## src/common/xif_cfg.svh

```systemverilog
//////////////////////////////
// build constants for the offload subsystem
// include wherever latency, widths or register offsets are needed
//////////////////////////////

`ifndef XIF_CFG_SVH
`define XIF_CFG_SVH

// execution latency in cycles, handshake to result
`define XIF_LAT 3

// operand and result width
`define XIF_DW 32

// offload id width
`define XIF_IDW 4

// register block word offsets
`define XIF_REG_CTRL     0
`define XIF_REG_ISSUED   1
`define XIF_REG_REJECTED 2

`endif

```

## src/common/xif_pkg.sv

```systemverilog
//////////////////////////////
// shared types of the offload subsystem
// imported by wildcard into dispatcher, coprocessor and interfaces
//////////////////////////////

`default_nettype none

package xif_pkg;

  //////////////////////////////
  // coprocessor opcodes
  //////////////////////////////

  // encodings 5..7 are illegal and rejected by the coprocessor
  typedef enum logic [2:0] {
    XOP_ADD = 3'd0,
    XOP_SUB = 3'd1,
    XOP_XOR = 3'd2,
    XOP_ACC = 3'd3,
    XOP_CLR = 3'd4
  } xop_e;

  //////////////////////////////
  // privilege and issue mode
  //////////////////////////////

  // privilege level as held in the ctrl register
  typedef enum logic [1:0] {
    PRIV_U = 2'd0,
    PRIV_S = 2'd1,
    PRIV_H = 2'd2,
    PRIV_M = 2'd3
  } priv_lvl_e;

  // mode field sent with every offload
  typedef enum logic [1:0] {
    MODE_U = 2'd0,
    MODE_S = 2'd1,
    MODE_H = 2'd2,
    MODE_M = 2'd3
  } xmode_e;

  // integer register address
  typedef logic [4:0] reg_addr_t;

endpackage : xif_pkg

`default_nettype wire

```

## src/common/xif_if.sv

```systemverilog
//////////////////////////////
// issue, result and control channels between the subsystem blocks
// instantiated once each in the top level
//////////////////////////////

`timescale 1ns/1ps
`default_nettype none

`include "xif_cfg.svh"

// offload request with combinational accept response
interface xif_issue_if import xif_pkg::*; ();
  logic                valid;
  logic                ready;
  xop_e                op;
  reg_addr_t           rd;
  logic [`XIF_DW-1:0]  rs1_data;
  logic [`XIF_DW-1:0]  rs2_data;
  logic [`XIF_IDW-1:0] id;
  xmode_e              mode;
  // response, valid while valid is high
  logic                accept;
  logic                writeback;

  modport disp (
    output valid, op, rd, rs1_data, rs2_data, id, mode,
    input  ready, accept, writeback
  );

  modport copro (
    input  valid, op, rd, rs1_data, rs2_data, id, mode,
    output ready, accept, writeback
  );
endinterface : xif_issue_if

// result return, always accepted
interface xif_result_if import xif_pkg::*; ();
  logic                valid;
  reg_addr_t           rd;
  logic [`XIF_DW-1:0]  data;
  logic [`XIF_IDW-1:0] id;

  modport copro (output valid, rd, data, id);
  modport disp  (input  valid, rd, data, id);
endinterface : xif_result_if

// register block settings and event pulses
interface xif_ctrl_if import xif_pkg::*; ();
  logic      enable;
  priv_lvl_e priv;
  // one cycle per event
  logic      issued_pulse;
  logic      rejected_pulse;

  modport csr  (output enable, priv, input issued_pulse, rejected_pulse);
  modport disp (input enable, priv, output issued_pulse, rejected_pulse);
endinterface : xif_ctrl_if

`default_nettype wire

```

## src/hdl/x_copro.sv

```systemverilog
//////////////////////////////
// fixed latency coprocessor with add, sub, xor and accumulator
// result leaves XIF_LAT cycles after the issue handshake
//////////////////////////////

`timescale 1ns/1ps
`default_nettype none

`include "xif_cfg.svh"

module x_copro
  import xif_pkg::*;
(
  input  wire logic   clk_i,
  input  wire logic   rst_ni,
  xif_issue_if.copro  issue,
  xif_result_if.copro result
);

  logic                accept;
  logic                fire;
  logic [`XIF_DW-1:0]  acc_q;
  logic [`XIF_DW-1:0]  acc_sum;
  logic [`XIF_DW-1:0]  alu_res;

  // result pipeline, stage 0 holds the computed value
  logic [`XIF_LAT-1:0] v_q;
  reg_addr_t           rd_q   [`XIF_LAT];
  logic [`XIF_IDW-1:0] id_q   [`XIF_LAT];
  logic [`XIF_DW-1:0]  data_q [`XIF_LAT];

  //////////////////////////////
  // decode and accept
  //////////////////////////////

  // clr is privileged, illegal encodings fall to default
  always_comb begin
    case (issue.op)
      XOP_ADD, XOP_SUB, XOP_XOR, XOP_ACC: accept = 1'b1;
      XOP_CLR:                            accept = (issue.mode == MODE_M);
      default:                            accept = 1'b0;
    endcase
  end

  // one op per cycle
  assign issue.ready     = 1'b1;
  assign issue.accept    = accept;
  assign issue.writeback = accept & (issue.op != XOP_CLR);

  assign fire = issue.valid & issue.ready & accept;

  //////////////////////////////
  // execute
  //////////////////////////////

  assign acc_sum = acc_q + issue.rs1_data;

  always_comb begin
    case (issue.op)
      XOP_SUB: alu_res = issue.rs1_data - issue.rs2_data;
      XOP_XOR: alu_res = issue.rs1_data ^ issue.rs2_data;
      // acc returns the new sum
      XOP_ACC: alu_res = acc_sum;
      default: alu_res = issue.rs1_data + issue.rs2_data;
    endcase
  end

  // accumulator
  always_ff @(posedge clk_i or negedge rst_ni) begin
    if (!rst_ni) begin
      acc_q <= '0;
    end else if (fire & (issue.op == XOP_ACC)) begin
      acc_q <= acc_sum;
    end else if (fire & (issue.op == XOP_CLR)) begin
      acc_q <= '0;
    end
  end

  //////////////////////////////
  // latency pipeline
  //////////////////////////////

  // valid bits, only writeback ops enter
  always_ff @(posedge clk_i or negedge rst_ni) begin
    if (!rst_ni) begin
      v_q <= '0;
    end else begin
      v_q[0] <= fire & issue.writeback;
      for (int i = 1; i < `XIF_LAT; i++) begin
        v_q[i] <= v_q[i-1];
      end
    end
  end

  // payload
  always_ff @(posedge clk_i) begin
    rd_q[0]   <= issue.rd;
    id_q[0]   <= issue.id;
    data_q[0] <= alu_res;
    for (int i = 1; i < `XIF_LAT; i++) begin
      rd_q[i]   <= rd_q[i-1];
      id_q[i]   <= id_q[i-1];
      data_q[i] <= data_q[i-1];
    end
  end

  // last stage drives the result channel
  assign result.valid = v_q[`XIF_LAT-1];
  assign result.rd    = rd_q[`XIF_LAT-1];
  assign result.id    = id_q[`XIF_LAT-1];
  assign result.data  = data_q[`XIF_LAT-1];

endmodule : x_copro

`default_nettype wire

```

## src/hdl/xif_subsys_top.sv

```systemverilog
//////////////////////////////
// offload subsystem top level
// dispatcher, register block and coprocessor on plain ports
//////////////////////////////

`timescale 1ns/1ps
`default_nettype none

`include "xif_cfg.svh"

module xif_subsys_top (
  input  wire logic                clk_i,
  input  wire logic                rst_ni,

  // instruction stream
  input  wire logic                instr_valid_i,
  input  wire logic [2:0]          instr_op_i,
  input  wire logic [4:0]          instr_rd_i,
  input  wire logic [4:0]          instr_rs1_i,
  input  wire logic [4:0]          instr_rs2_i,
  input  wire logic [`XIF_DW-1:0]  rs1_data_i,
  input  wire logic [`XIF_DW-1:0]  rs2_data_i,
  output logic                     instr_ready_o,
  output logic                     illegal_o,

  // wishbone classic slave
  input  wire logic                wb_cyc_i,
  input  wire logic                wb_stb_i,
  input  wire logic                wb_we_i,
  input  wire logic [1:0]          wb_adr_i,
  input  wire logic [`XIF_DW-1:0]  wb_dat_i,
  output logic [`XIF_DW-1:0]       wb_dat_o,
  output logic                     wb_ack_o,

  // results
  output logic                     result_valid_o,
  output logic [4:0]               result_rd_o,
  output logic [`XIF_DW-1:0]       result_data_o,
  output logic [`XIF_IDW-1:0]      result_id_o
);

  xif_issue_if  issue_if  ();
  xif_result_if result_if ();
  xif_ctrl_if   ctrl_if   ();

  x_disp u_disp (
    .clk_i, .rst_ni,
    .instr_valid_i, .instr_op_i, .instr_rd_i, .instr_rs1_i, .instr_rs2_i,
    .rs1_data_i, .rs2_data_i, .instr_ready_o, .illegal_o,
    .issue  (issue_if.disp),
    .result (result_if.disp),
    .ctrl   (ctrl_if.disp)
  );

  x_disp_csr u_csr (
    .clk_i, .rst_ni,
    .wb_cyc_i, .wb_stb_i, .wb_we_i, .wb_adr_i, .wb_dat_i, .wb_dat_o, .wb_ack_o,
    .ctrl (ctrl_if.csr)
  );

  x_copro u_copro (
    .clk_i, .rst_ni,
    .issue  (issue_if.copro),
    .result (result_if.copro)
  );

  // result channel out to the pins
  assign result_valid_o = result_if.valid;
  assign result_rd_o    = result_if.rd;
  assign result_data_o  = result_if.data;
  assign result_id_o    = result_if.id;

endmodule : xif_subsys_top

`default_nettype wire

```

## src/x_disp/x_disp.sv

```systemverilog
//////////////////////////////
// dispatcher from the instruction stream to the coprocessor
// scoreboard stall, id tagging and rejection to illegal pulse
//////////////////////////////

`timescale 1ns/1ps
`default_nettype none

`include "xif_cfg.svh"

module x_disp
  import xif_pkg::*;
(
  input  wire logic               clk_i,
  input  wire logic               rst_ni,

  // instruction stream
  input  wire logic               instr_valid_i,
  input  wire logic [2:0]         instr_op_i,
  input  wire reg_addr_t          instr_rd_i,
  input  wire reg_addr_t          instr_rs1_i,
  input  wire reg_addr_t          instr_rs2_i,
  input  wire logic [`XIF_DW-1:0] rs1_data_i,
  input  wire logic [`XIF_DW-1:0] rs2_data_i,
  output logic                    instr_ready_o,
  output logic                    illegal_o,

  // coprocessor and register block
  xif_issue_if.disp               issue,
  xif_result_if.disp              result,
  xif_ctrl_if.disp                ctrl
);

  logic [31:0]         sb_q, sb_d;
  logic [`XIF_IDW-1:0] id_q;
  logic                dep;
  logic                hs;

  //////////////////////////////
  // stall
  //////////////////////////////

  // registered scoreboard only, a result frees its rd one cycle later
  // x0 is never set, so no special case here
  assign dep = sb_q[instr_rs1_i] | sb_q[instr_rs2_i] | sb_q[instr_rd_i];

  assign instr_ready_o = ctrl.enable & ~dep & issue.ready;

  //////////////////////////////
  // issue request
  //////////////////////////////

  // valid only depends on enable and scoreboard
  // both only relax while waiting for ready, so the request stays up
  assign issue.valid    = instr_valid_i & ctrl.enable & ~dep;
  // raw encoding passes through, copro rejects 5..7
  assign issue.op       = xop_e'(instr_op_i);
  assign issue.rd       = instr_rd_i;
  assign issue.rs1_data = rs1_data_i;
  assign issue.rs2_data = rs2_data_i;
  assign issue.id       = id_q;

  // same cycle as the instruction handshake
  assign hs = issue.valid & issue.ready;

  // privilege level to issue mode
  always_comb begin
    case (ctrl.priv)
      PRIV_U:  issue.mode = MODE_U;
      PRIV_S:  issue.mode = MODE_S;
      PRIV_H:  issue.mode = MODE_H;
      default: issue.mode = MODE_M;
    endcase
  end

  //////////////////////////////
  // response handling
  //////////////////////////////

  // rejected offload is consumed, no result, no busy bit
  assign illegal_o           = hs & ~issue.accept;
  assign ctrl.issued_pulse   = hs & issue.accept;
  assign ctrl.rejected_pulse = illegal_o;

  //////////////////////////////
  // scoreboard and id
  //////////////////////////////

  always_comb begin
    sb_d = sb_q;
    // result frees its destination
    if (result.valid) begin
      sb_d[result.rd] = 1'b0;
    end
    // new writeback marks rd busy until its result
    if (hs & issue.accept & issue.writeback & (instr_rd_i != '0)) begin
      sb_d[instr_rd_i] = 1'b1;
    end
  end

  always_ff @(posedge clk_i or negedge rst_ni) begin
    if (!rst_ni) begin
      sb_q <= '0;
      id_q <= '0;
    end else begin
      sb_q <= sb_d;
      // every handshake takes an id, rejected ones too
      if (hs) begin
        id_q <= id_q + 1'b1;
      end
    end
  end

endmodule : x_disp

`default_nettype wire

```

## src/x_disp/x_disp_csr.sv

```systemverilog
//////////////////////////////
// wishbone classic register block
// offload enable, privilege and offload counters
//////////////////////////////

`timescale 1ns/1ps
`default_nettype none

`include "xif_cfg.svh"

module x_disp_csr
  import xif_pkg::*;
(
  input  wire logic               clk_i,
  input  wire logic               rst_ni,

  // wishbone classic slave, word addressed
  input  wire logic               wb_cyc_i,
  input  wire logic               wb_stb_i,
  input  wire logic               wb_we_i,
  input  wire logic [1:0]         wb_adr_i,
  input  wire logic [`XIF_DW-1:0] wb_dat_i,
  output logic [`XIF_DW-1:0]      wb_dat_o,
  output logic                    wb_ack_o,

  xif_ctrl_if.csr                 ctrl
);

  logic               enable_q;
  priv_lvl_e          priv_q;
  logic [`XIF_DW-1:0] issued_q;
  logic [`XIF_DW-1:0] rejected_q;
  logic [`XIF_DW-1:0] rdata;
  logic               access;

  // ack low in the cycle after an ack, so back to back strobes get a gap
  assign access = wb_cyc_i & wb_stb_i & ~wb_ack_o;

  // read mux
  always_comb begin
    case (wb_adr_i)
      `XIF_REG_CTRL:     rdata = {{(`XIF_DW-3){1'b0}}, priv_q, enable_q};
      `XIF_REG_ISSUED:   rdata = issued_q;
      `XIF_REG_REJECTED: rdata = rejected_q;
      default:           rdata = '0;
    endcase
  end

  //////////////////////////////
  // control state and counters
  //////////////////////////////

  always_ff @(posedge clk_i or negedge rst_ni) begin
    if (!rst_ni) begin
      wb_ack_o   <= 1'b0;
      enable_q   <= 1'b0;
      priv_q     <= PRIV_M;
      issued_q   <= '0;
      rejected_q <= '0;
    end else begin
      wb_ack_o <= access;
      // only ctrl is writable
      if (access & wb_we_i & (wb_adr_i == `XIF_REG_CTRL)) begin
        enable_q <= wb_dat_i[0];
        priv_q   <= priv_lvl_e'(wb_dat_i[2:1]);
      end
      if (ctrl.issued_pulse) begin
        issued_q <= issued_q + 1'b1;
      end
      if (ctrl.rejected_pulse) begin
        rejected_q <= rejected_q + 1'b1;
      end
    end
  end

  // read data captured with the ack
  always_ff @(posedge clk_i) begin
    if (access) begin
      wb_dat_o <= rdata;
    end
  end

  assign ctrl.enable = enable_q;
  assign ctrl.priv   = priv_q;

endmodule : x_disp_csr

`default_nettype wire

```

## config.mk

```make
export PLATFORM = sky130hd
export DESIGN_NAME = xif_subsys_top
export DESIGN_NICKNAME = d
export VERILOG_FILES = /design/src/common/xif_pkg.sv /design/src/common/xif_if.sv /design/src/hdl/x_copro.sv /design/src/hdl/xif_subsys_top.sv /design/src/x_disp/x_disp.sv /design/src/x_disp/x_disp_csr.sv
export VERILOG_INCLUDE_DIRS = /design/src /design/src/common
export SDC_FILE = /design/constraint.sdc
export NUM_CORES = 1
export LEC_CHECK = 0
export ABC_AREA = 1
export BUFFER_PORTS_ARGS = -buffer_cell sky130_fd_sc_hd__buf_2
export CORE_ASPECT_RATIO = 1.2
export CORE_MARGIN = 3
export CORE_UTILIZATION = 55
export CTS_CLUSTER_DIAMETER = 150
export DETAILED_ROUTE_END_ITERATION = 8
export PLACE_DENSITY_LB_ADDON = 0.2
export SLEW_MARGIN = 25
export SYNTH_ARGS = -nofsm -noshare
export SYNTH_HDL_FRONTEND = slang
export SYNTH_SLANG_ARGS = --single-unit
```

## constraint.sdc

```tcl
create_clock -name clk_i -period 3.7 [get_ports clk_i]
set_input_delay 0.555 -clock clk_i [delete_from_list [all_inputs] [get_ports clk_i]]
set_output_delay 0.555 -clock clk_i [all_outputs]
set_load 0.02 [all_outputs]
```

After elaboration in Yosys (flattened, before gate mapping)

Memory sizes are Yosys's and may differ from the RTL's.
Cells that the tools add are included.

Flip-flop bits (word level): 171
Bits in latches: 0
Memory bits (writable): 123
Bits in read-only memories: 0
Input port bits: 122
Output and inout port bits: 77
Word-level logic and storage cells: 84
Memories kept: 3

Add/subtract/negate cells: 6
Multipliers: 0
Divide/modulo/power cells: 0
$lt $le $gt $ge: 6
Equality and inequality tests: 10
Shifts and indexed selects: 0
Multiplexer cells: 18
Bitwise gates (word level): 23
Reduce and logical (&&, ||, !) cells: 8

Memory list:

| memory         | words | bits a word | read ports | clocked after Yosys merged registers in | wr ports | line          | text |
|---|---|---|---|---|---|---|---|
| u_copro.data_q | 3     | 32          | 3          | 0                                       | 3        | x_copro.sv:30 | `` logic [`XIF_DW-1:0] data_q [`XIF_LAT]; `` |
| u_copro.rd_q   | 3     | 5           | 3          | 0                                       | 3        | x_copro.sv:28 | `` reg_addr_t rd_q [`XIF_LAT]; `` |
| u_copro.id_q   | 3     | 4           | 3          | 0                                       | 3        | x_copro.sv:29 | `` logic [`XIF_IDW-1:0] id_q [`XIF_LAT]; `` |

Operators by type and width:

| cell                                                               | count |
|---|---|
| one-hot mux 32 bit (3 select lines)                                | 2 |
| 2-to-1 mux 32 bit                                                  | 4 |
| adder 32 x 1 -> 32 bit (second input constant)                     | 2 |
| adder 32 bit                                                       | 2 |
| bitwise AND 32 bit                                                 | 1 |
| NOT 32 bit                                                         | 1 |
| bitwise OR 32 bit                                                  | 1 |
| subtractor 32 bit                                                  | 1 |
| bitwise XOR 32 bit                                                 | 1 |
| < comparator 5 x 6 -> 1 bit (second input constant)                | 4 |
| binary-select mux 1 bit (select 5 bit)                             | 3 |
| bitwise AND 1 bit                                                  | 14 |
| demux 1 bit (select 5 bit)                                         | 2 |
| greater-or-equal comparator 5 x 1 -> 1 bit (second input constant) | 2 |
| == test 2 bit (second input constant)                              | 3 |
| == test 3 x 2 -> 1 bit (second input constant)                     | 2 |
| one-hot mux 2 bit (3 select lines)                                 | 1 |
| 2-to-1 mux 1 bit                                                   | 5 |
| nonzero test 5 bit                                                 | 1 |
| adder 4 x 1 -> 4 bit (second input constant)                       | 1 |
| == test 2 x 1 -> 1 bit (second input constant)                     | 2 |
| zero test 2 bit                                                    | 2 |
| OR reduction 4 bit                                                 | 1 |
| == test 3 x 1 -> 1 bit (second input constant)                     | 1 |
| other kinds (8)                                                    | 12 |

Depth between registers and ports, before layout

Gate-level depths: netlist of run 1.

Depth after elaboration: 10
Mapped depth: 23
Mapped depth without buffers: 23

Hierarchy

From an unflattened synthesis of run 1, not the netlist that was laid out.

Cells, all modules: 2,691
Area, all modules: 19,127.1 um^2

Modules (own cells, without submodules):

| module     | times used | cells an instance | area an instance (um^2) | seq. area each (um^2) |
|---|---|---|---|---|
| x_copro    | 1          | 1,551             | 10,380.0                | 3,338.2 |
| x_disp_csr | 1          | 576               | 5,106.1                 | 2,665.1 |
| x_disp     | 1          | 564               | 3,641.0                 | 900.9 |

Worst setup path after synthesis of run 1

No wires, ideal clock.

Path type: input to register
Start: input instr_op_i[2]
End: memory u_copro.data_q[0][18] (netlist name)
Library setup time: 0.117 ns
Arrival time: 3.231 ns
Required time: 3.583 ns
Setup slack: 0.352 ns
Stages on the path: 17
Buffers on the path: 1
Cells stage by stage: nor3_1 > clkinv_1 > clkbuf_1 > o31ai_1 > xnor2_1 > inv_1 > ha_1 > nand3_1 > nand3_1 > inv_1 > o21ai_0 > a21o_1 > nand3_1 > nand2_1 > or2_2 > nand3_1 > nand2_1

RTL lines:

| item            | line                 | text |
|---|---|---|
| start, declared | xif_subsys_top.sv:17 | `input wire logic [2:0] instr_op_i,` |
| end, declared   | x_copro.sv:30        |  |

Worst setup path in the final report of run 1

Start: register u_disp.sb_q[16]
End: output illegal_o

Cells in the longest elaborated chain, start to end: 7
Elaborated cells between the ends (all ways): 11
Classes of those cells: 6 x mux; 5 x bitwise

Ends and longest elaborated chain:

| item                                   | line                 | text |
|---|---|---|
| start, declared                        | x_disp.sv:34         | `logic [31:0] sb_q, sb_d;` |
| start signal, assigned                 | x_disp.sv:103        | `sb_q <= '0;` |
| start signal, assigned                 | x_disp.sv:106        | `sb_q <= sb_d;` |
| binary-select mux 1 bit (select 5 bit) | x_disp.sv:45         | `assign dep = sb_q[instr_rs1_i] \| sb_q[instr_rs2_i] \| sb_q[instr_rd_i];` |
| 2-to-1 mux 1 bit (not written as such) | x_disp.sv:45         |  |
| bitwise OR 1 bit                       | x_disp.sv:45         |  |
| bitwise OR 1 bit *                     | x_disp.sv:45         |  |
| NOT 1 bit *                            | x_disp.sv:55         | `assign issue.valid = instr_valid_i & ctrl.enable & ~dep;` |
| bitwise AND 1 bit *                    | x_disp.sv:55         |  |
| bitwise AND 1 bit *                    | x_disp.sv:81         | `assign illegal_o = hs & ~issue.accept;` |
| end, declared                          | xif_subsys_top.sv:24 | `output logic illegal_o,` |

Mark *: on every way between the ends. The rest lies on a longest branch, timed or not. The select of a mux whose other input is x is not followed.

==> impl_metrics.env, run 1 <==
export IMPL_cpPeakStageDelay_ns=0.38
export IMPL_cp_start_kind="flip-flop"
export IMPL_antenna_found_initial=0
export IMPL_rsz0062_at_grt="no"
export IMPL_cts_made_buffers=30
export IMPL_worst_setup_path_end_kind="output port"
export IMPL_irDropWorstVdd_v=0.0003479
export IMPL_path_buf_inv=3
export IMPL_start_util_pct=56.31
export IMPL_slowest_stage="dfrtp_1"
export IMPL_area_delta_synth_final_pct=12.68
export IMPL_die_width_um=170.5
export IMPL_vias=17070
export IMPL_cts_max_level=1
export IMPL_cts_tree="done"
export IMPL_final_cell_mix="nand2_1 (808), inv_1 (270), nor2_1 (225)"
export IMPL_fin_skew_ns=0.01263
export IMPL_synth_warnings=0
export IMPL_critical_path_class="flip-flop to output port"
export IMPL_netlist_instances=2524
export IMPL_final_common_cell="nand2_1"
export IMPL_grt_max_degree=90
export IMPL_cts_resized=0
export IMPL_final_cells=3102
export IMPL_worst_pin_slew_ns=1.032
export IMPL_core_mm2=0.03171
export IMPL_layout_nets=2867
export IMPL_drive_above_1_share_pct=11.37
export IMPL_synth_area_mm2=0.01786
export IMPL_p_per_area_mw_per_mm2=420.2
export IMPL_finalCritPeriodShare_pct=89.03
export IMPL_dieArea_mm2=0.03467
export IMPL_switching_share_pct=29.11
export IMPL_seqPwrFrac_pct=43.9
export IMPL_tns_ns=0
export IMPL_root_buffer="clkbuf_16"
export IMPL_dr_first_iter_drc_count=1388
export IMPL_p_int_mw=5.993
export IMPL_wl_um=51850
export IMPL_crit_family="simple AND/OR/NAND/NOR gates"
export IMPL_grt_pass1_vias=16500
export IMPL_die_h_um=203.4
export IMPL_worstPathRequired_ns=3.14
export IMPL_ant_nets=0
export IMPL_slew_violations=0
export IMPL_io_buffers=169
export IMPL_critical_path_arrival_ns=2.74
export IMPL_crit_top_cell="nand2_1"
export IMPL_synth_area_per_cell_um2=7.075
export IMPL_wl_per_cell_um=16.72
export IMPL_hpwl_um=40010
export IMPL_hold_violations=0
export IMPL_combPwrFrac_pct=18.3
export IMPL_cts_hold_buf=0
export IMPL_clk_latency_ns=0.57
export IMPL_viasPerCell=5.503
export IMPL_p_sw_mw=2.462
export IMPL_max_clock_path_buffers=3
export IMPL_crit_chain="inv_1, o21ai_0, nand2_1, nand2_1, nand2_1, nand2_1, inv_1, nand2_1, nor2_1, nand3_2, nor2_2, nand2_2, nor2_2, buf_2"
export IMPL_timing_fmax_ghz=0.3036
export IMPL_drc=0
export IMPL_placementRows=71
export IMPL_synth_nets=2714
export IMPL_cts_setup_buffers=0
export IMPL_grt_overflow=0
export IMPL_cts_sinks=294
export IMPL_holdWs_ns=0.05413
export IMPL_clkSlewWorstSetupHoldPaths_ns=0.07
export IMPL_p_total_mw=8.455
export IMPL_dp_cells=3046
export IMPL_seq_area_frac_synth_pct=38.66
export IMPL_status="complete, no violations"
export IMPL_pin_count=199
export IMPL_power_leakage_nw=9.953
export IMPL_p_clk_share_pct=37.7
export IMPL_ys_types=49
export IMPL_hold_path_class="input port to asynchronous set/reset pin"
export IMPL_cap_violations=0
export IMPL_fin_util_pct=63.45
export IMPL_grt_usage_pct=29.54
export IMPL_grt_pass1_wl_um=83050
export IMPL_final_setup_viol_count=0
export IMPL_relSlewSlack_pct=31.05
export IMPL_firstDrtPassIters=6
export IMPL_gp_congestion=0.9775
export IMPL_synth_seq_cells=294
export IMPL_fin_crit_ns=3.294
export IMPL_critical_path_max_fanout=3
export IMPL_n_antenna_cell=0
[metrics by stage]
stage	cell area [µm²]	setup WS, ns
floorplan	17860	0.3520
global placement	19060	0.04607
detailed placement	19060	-0.01173
CTS	20120	0.4257
global route	20120	0.1622
finish	20120	0.4057
[kinds of logic after synthesis]
family	share of synthesized area [%]
and+or+nand+nor	31.97
buffers and inverters	8.934
AOI/OAI and AO/OA	9.263
DFF	38.66
xor gates and xnor gates	6.131
adders and majority gates	4.849
muxes	0.1892
[cell usage after synthesis (all sizes together)]
| cell | instances | share of area, % |
|---|---|---|
| edfxtp | 32 | 5.4 |
| o41ai | 1 | 0.049 |
| nor2 | 230 | 4.9 |
| nand2b | 1 | 0.035 |
| o311ai | 5 | 0.25 |
| clkbuf | 25 | 0.53 |
| and3 | 3 | 0.11 |
| dfxtp | 123 | 14 |
| nor4 | 18 | 0.63 |
| nand2 | 809 | 17 |
| and2 | 1 | 0.035 |
| nor3 | 65 | 1.9 |
| ha | 66 | 4.6 |
| a21o | 5 | 0.21 |
| a21boi | 1 | 0.042 |
| a31oi | 5 | 0.18 |
| xor2 | 97 | 4.8 |
| nand4 | 55 | 1.9 |
| or2 | 19 | 0.67 |
| o22ai | 13 | 0.46 |
| inv | 271 | 5.7 |
| o21ai | 125 | 3.5 |
| o21a | 1 | 0.042 |
| nor3b | 2 | 0.084 |
| xnor2 | 28 | 1.4 |
| o211ai | 23 | 0.97 |
| nand3 | 148 | 4.2 |
| a221o | 1 | 0.056 |
| nand3b | 12 | 0.50 |
| o31ai | 1 | 0.042 |
| a21oi | 100 | 2.8 |
| buf | 74 | 2.6 |
| clkinv | 5 | 0.11 |
| a211oi | 1 | 0.042 |
| mux2 | 3 | 0.19 |
| fa | 2 | 0.22 |
| dfrtp | 137 | 19 |
| o21bai | 8 | 0.34 |
| dfstp | 2 | 0.29 |
| o221ai | 6 | 0.29 |
[worst paths after layout]
| kind | startpoint | to | slack (ns) | depth (start not counted) |
|---|---|---|---|---|
| max | u_disp.sb_q[16]$_DFF_PN0_ | illegal_o | 0.41 | 14 |
| min | rst_ni | u_disp.sb_q[1]$_DFF_PN0_ | 0.05 | 1 |
| max reg2reg | u_copro.acc_q[0]$_DFFE_PN0P_ | u_copro.data_q[0][10]$_DFF_P_ | 1.00 | 11 |
| min reg2reg | u_copro.data_q[0][9]$_DFF_P_ | u_copro.data_q[0][41]$_DFF_P_ | 0.32 | 0 |
| max in group asynchronous | rst_ni | u_csr.issued_q[15]$_DFFE_PN0P_ | 2.87 | 2 |
| min in group clk_i | instr_rd_i[4] | u_copro.rd_q[0][4]$_DFF_P_ | 0.19 | 1 |
[routing by layer]
metal	part of all wire, %	GRT usage [%]	vias to the layer above	wire length, µm
met5	0	0	-	0
met4	3.6	10.43	0	1873
met3	5.9	3.199	125	3079
met2	48	50.96	637	24890
met1	42	38.47	7848	22010
li1	-	-	8460	-
[layout make-up]
cell class,instances,area [µm²]
tap,401,501.7
timing repair buffer,220,1247
fill,2914,11590
sequential,294,6904
inverter,276,1036
clock inverter,13,148.9
clock buffer,43,915.9
multi-input combinational,1855,9368
[flip-flops by register name, summed over array words and instances (netlist names)]
| register | cells |
|---|---|
| u_disp.issue.id | 4 |
| u_disp.sb_q | 32 |
| u_copro.acc_q | 32 |
| u_copro.data_q | 96 |
| u_copro.id_q | 12 |
| u_csr.issued_q | 32 |
| u_csr.ctrl.priv | 2 |
| u_copro.rd_q | 15 |
| u_csr.rejected_q | 32 |
| u_csr.wb_ack_o | 1 |
| u_csr.ctrl.enable | 1 |
| u_csr.wb_dat_o | 32 |
| u_copro.v_q | 3 |
[power by group through the flow]
| stage | clock [mW] | combinational (mW) | sequential [mW] |
|---|---|---|---|
| after floorplan | 0 | 1.08 | 3.74 |
| final | 3.19 | 1.55 | 3.71 |
| after CTS | 3.24 | 1.54 | 3.72 |
| after detailed placement | 0 | 1.53 | 3.78 |
| after global routing | 3.39 | 1.72 | 3.75 |
| after global placement | 0 | 1.51 | 3.77 |
(Power assumes the default switching activity.)
==> run 2: changes to the inputs <==
==> constraint.sdc (replaced) <==
create_clock -name clk_i -period 3.7 [get_ports clk_i]
set_input_delay 0.37 -clock clk_i [delete_from_list [all_inputs] [get_ports clk_i]]
set_output_delay 0.37 -clock clk_i [all_outputs]
set_load 0.02 [all_outputs]
==> run 2 against run 1 <==
Global-route usage down 0.10 points. Register-to-register slack better by 0.02 ns. Sequential cell count unchanged.
==> impl_metrics.env, run 2 (same netlist as run 1, synthesis figures left out) <==
export IMPL_status="complete, no violations"
export IMPL_slew_violations=0
export IMPL_timing_fmax_ghz=0.3014
export IMPL_hold_path_class="input port to flip-flop"
export IMPL_place_ws_ns=0.09654
export IMPL_ant_nets=0
export IMPL_p_per_area_mw_per_mm2=422.2
export IMPL_relSlewSlack_pct=31.68
export IMPL_nFillCells=2956
export IMPL_largest_register_ff_count=96
export IMPL_gr_usage_met1_pct=37.97
export IMPL_final_cell_mix="nand2_1 (808), inv_1 (270), nor2_1 (225)"
export IMPL_rsz0062_at_grt="no"
export IMPL_rr_worst_depth=10
export IMPL_top_usage_layer="met2"
export IMPL_fin_skew_ns=0.01641
export IMPL_max_clock_path_buffers=3
export IMPL_cp_start_kind="input port"
export IMPL_worst_setup_path_end_kind="output port"
export IMPL_final_area_mm2=0.01999
export IMPL_root_buffer="clkbuf_16"
export IMPL_use_met3_pct=3.160
export IMPL_placementRows=71
export IMPL_grt_pass1_vias=16240
export IMPL_finalCritPeriodShare_pct=89.67
export IMPL_gp_congestion=1.012
export IMPL_grtUsageMet2_pct=51.73
export IMPL_drive_above_1_share_pct=10.63
export IMPL_io_buffers=169
export IMPL_start_util_pct=56.31
export IMPL_regMostFlops="u_copro.data_q"
export IMPL_wl_per_cell_um=16.74
export IMPL_power_leakage_nw=9.867
export IMPL_grt_pass1_wl_um=82380
export IMPL_cts_sinks=294
export IMPL_n_antenna_cell=0
export IMPL_cap_violations=0
export IMPL_clkSlewWorstSetupHoldPaths_ns=0.06
export IMPL_fin_crit_ns=3.318
export IMPL_post_dp_cell_area_mm2=0.01888
export IMPL_drc=0
export IMPL_cts_tree="done"
export IMPL_dieArea_mm2=0.03467
export IMPL_die_width_um=170.5
export IMPL_hold_violations=0
export IMPL_clk_latency_ns=0.56
export IMPL_min_path_cells=1
export IMPL_critical_path_max_fanout=24
export IMPL_hpwl_um=39860
export IMPL_cts_max_level=1
export IMPL_antenna_found_initial=1
export IMPL_worstPathRequired_ns=3.33
export IMPL_dr_first_iter_drc_count=1301
export IMPL_critical_path_arrival_ns=2.95
export IMPL_critical_path_class="input port to output port"
export IMPL_grt_overflow=0
export IMPL_wl_um=51570
export IMPL_die_h_um=203.4
export IMPL_final_setup_worst_slack_ns=0.3823
export IMPL_firstDrtPassIters=5
export IMPL_core_mm2=0.03171
export IMPL_cts_made_buffers=30
export IMPL_grt_max_degree=74
export IMPL_p_total_mw=8.440
export IMPL_grt_usage_pct=29.44
export IMPL_final_common_cell="nand2_1"
export IMPL_irDropWorstVdd_v=0.0004867
export IMPL_final_setup_viol_count=0
export IMPL_worst_pin_slew_ns=1.022
export IMPL_layout_nets=2846
export IMPL_tns_ns=0
export IMPL_fin_util_pct=63.03
export IMPL_area_delta_synth_final_pct=11.95
export IMPL_vias=16800
export IMPL_viasPerCell=5.452
export IMPL_pin_count=199
==> run 2: final cells by class <==
| class | count | area (µm²) | area share [%] |
|---|---|---|---|
| Clock inverter | 16 | 137.6 | 0.6885 |
| Multi-Input combinational cell | 1855 | 9368 | 46.86 |
| Tap cell | 401 | 501.7 | 2.510 |
| Inverter | 276 | 1036 | 5.182 |
| Clock buffer | 40 | 945.9 | 4.732 |
| Sequential cell | 294 | 6904 | 34.54 |
| Timing Repair Buffer | 199 | 1097 | 5.489 |
==> run 2: critical path, stage by stage <==
cell and delay [ns]:
buf_2 0.39, inv_2 0.25, nand2_1 0.12, nand2_1 0.06, nand2_1 0.05, nand2_1 0.07, nand2_1 0.06, nand2_1 0.07
inv_1 0.05, nand2_1 0.04, nor2_1 0.19, nand3_2 0.16, nor2_2 0.23, nand2_2 0.20, nor2_2 0.36, buf_2 0.24
==> run 2: what timing repair did <==
| item | in CTS | in global routing |
|---|---|---|
| resized for setup | 0 | 0 |
| buffers inserted | 0 | 0 |
| hold endpoints to repair | 71 | 0 |
| endpoints found under the setup margin | 0 | 0 |
| hold buffers | 3 | 0 |
==> run 2: per-stage QoR <==
step,hold slack [ns],instances
floorplan,0.07441,2524
global placement,0.3109,3022
global route,0.001110,3081
CTS,0.003609,3081
detailed placement,0.3121,3022
finish,0.03413,3081
==> run 2: routing by layer <==
layer  routed length [µm]  part of all wire [%]  up-vias
met4                 1482                   2.9        2
met5                   20                 0.039        -
met2                25300                    49      604
li1                     -                     -     8417
met3                 3296                   6.4       93
met1                21470                    42     7683
==> run 2: path summary, 6_finish.rpt <==
path                                               startpoint                             end  slack (ns)
worst max-delay path                            instr_rd_i[0]                       illegal_o        0.38
worst min register to register  u_copro.data_q[0][41]$_DFF_P_   u_copro.data_q[0][73]$_DFF_P_        0.32
worst min-delay path                            instr_rd_i[2]      u_copro.rd_q[0][2]$_DFF_P_        0.03
min in group asynchronous                              rst_ni        u_disp.sb_q[1]$_DFF_PN0_        0.41
max in group asynchronous                              rst_ni  u_csr.issued_q[30]$_DFFE_PN0P_        2.44
worst max register to register   u_copro.acc_q[0]$_DFFE_PN0P_   u_copro.data_q[0][12]$_DFF_P_        1.02
==> run 2: where the power goes <==
group | leakage (nW) | switching (mW) | total [mW] | internal, mW
Sequential | 3.12 | 0.135 | 3.72 | 3.58
Combinational | 6.21 | 1.01 | 1.51 | 0.502
Clock | 0.543 | 1.32 | 3.21 | 1.89
Total | 9.87 | 2.46 | 8.44 | 5.98
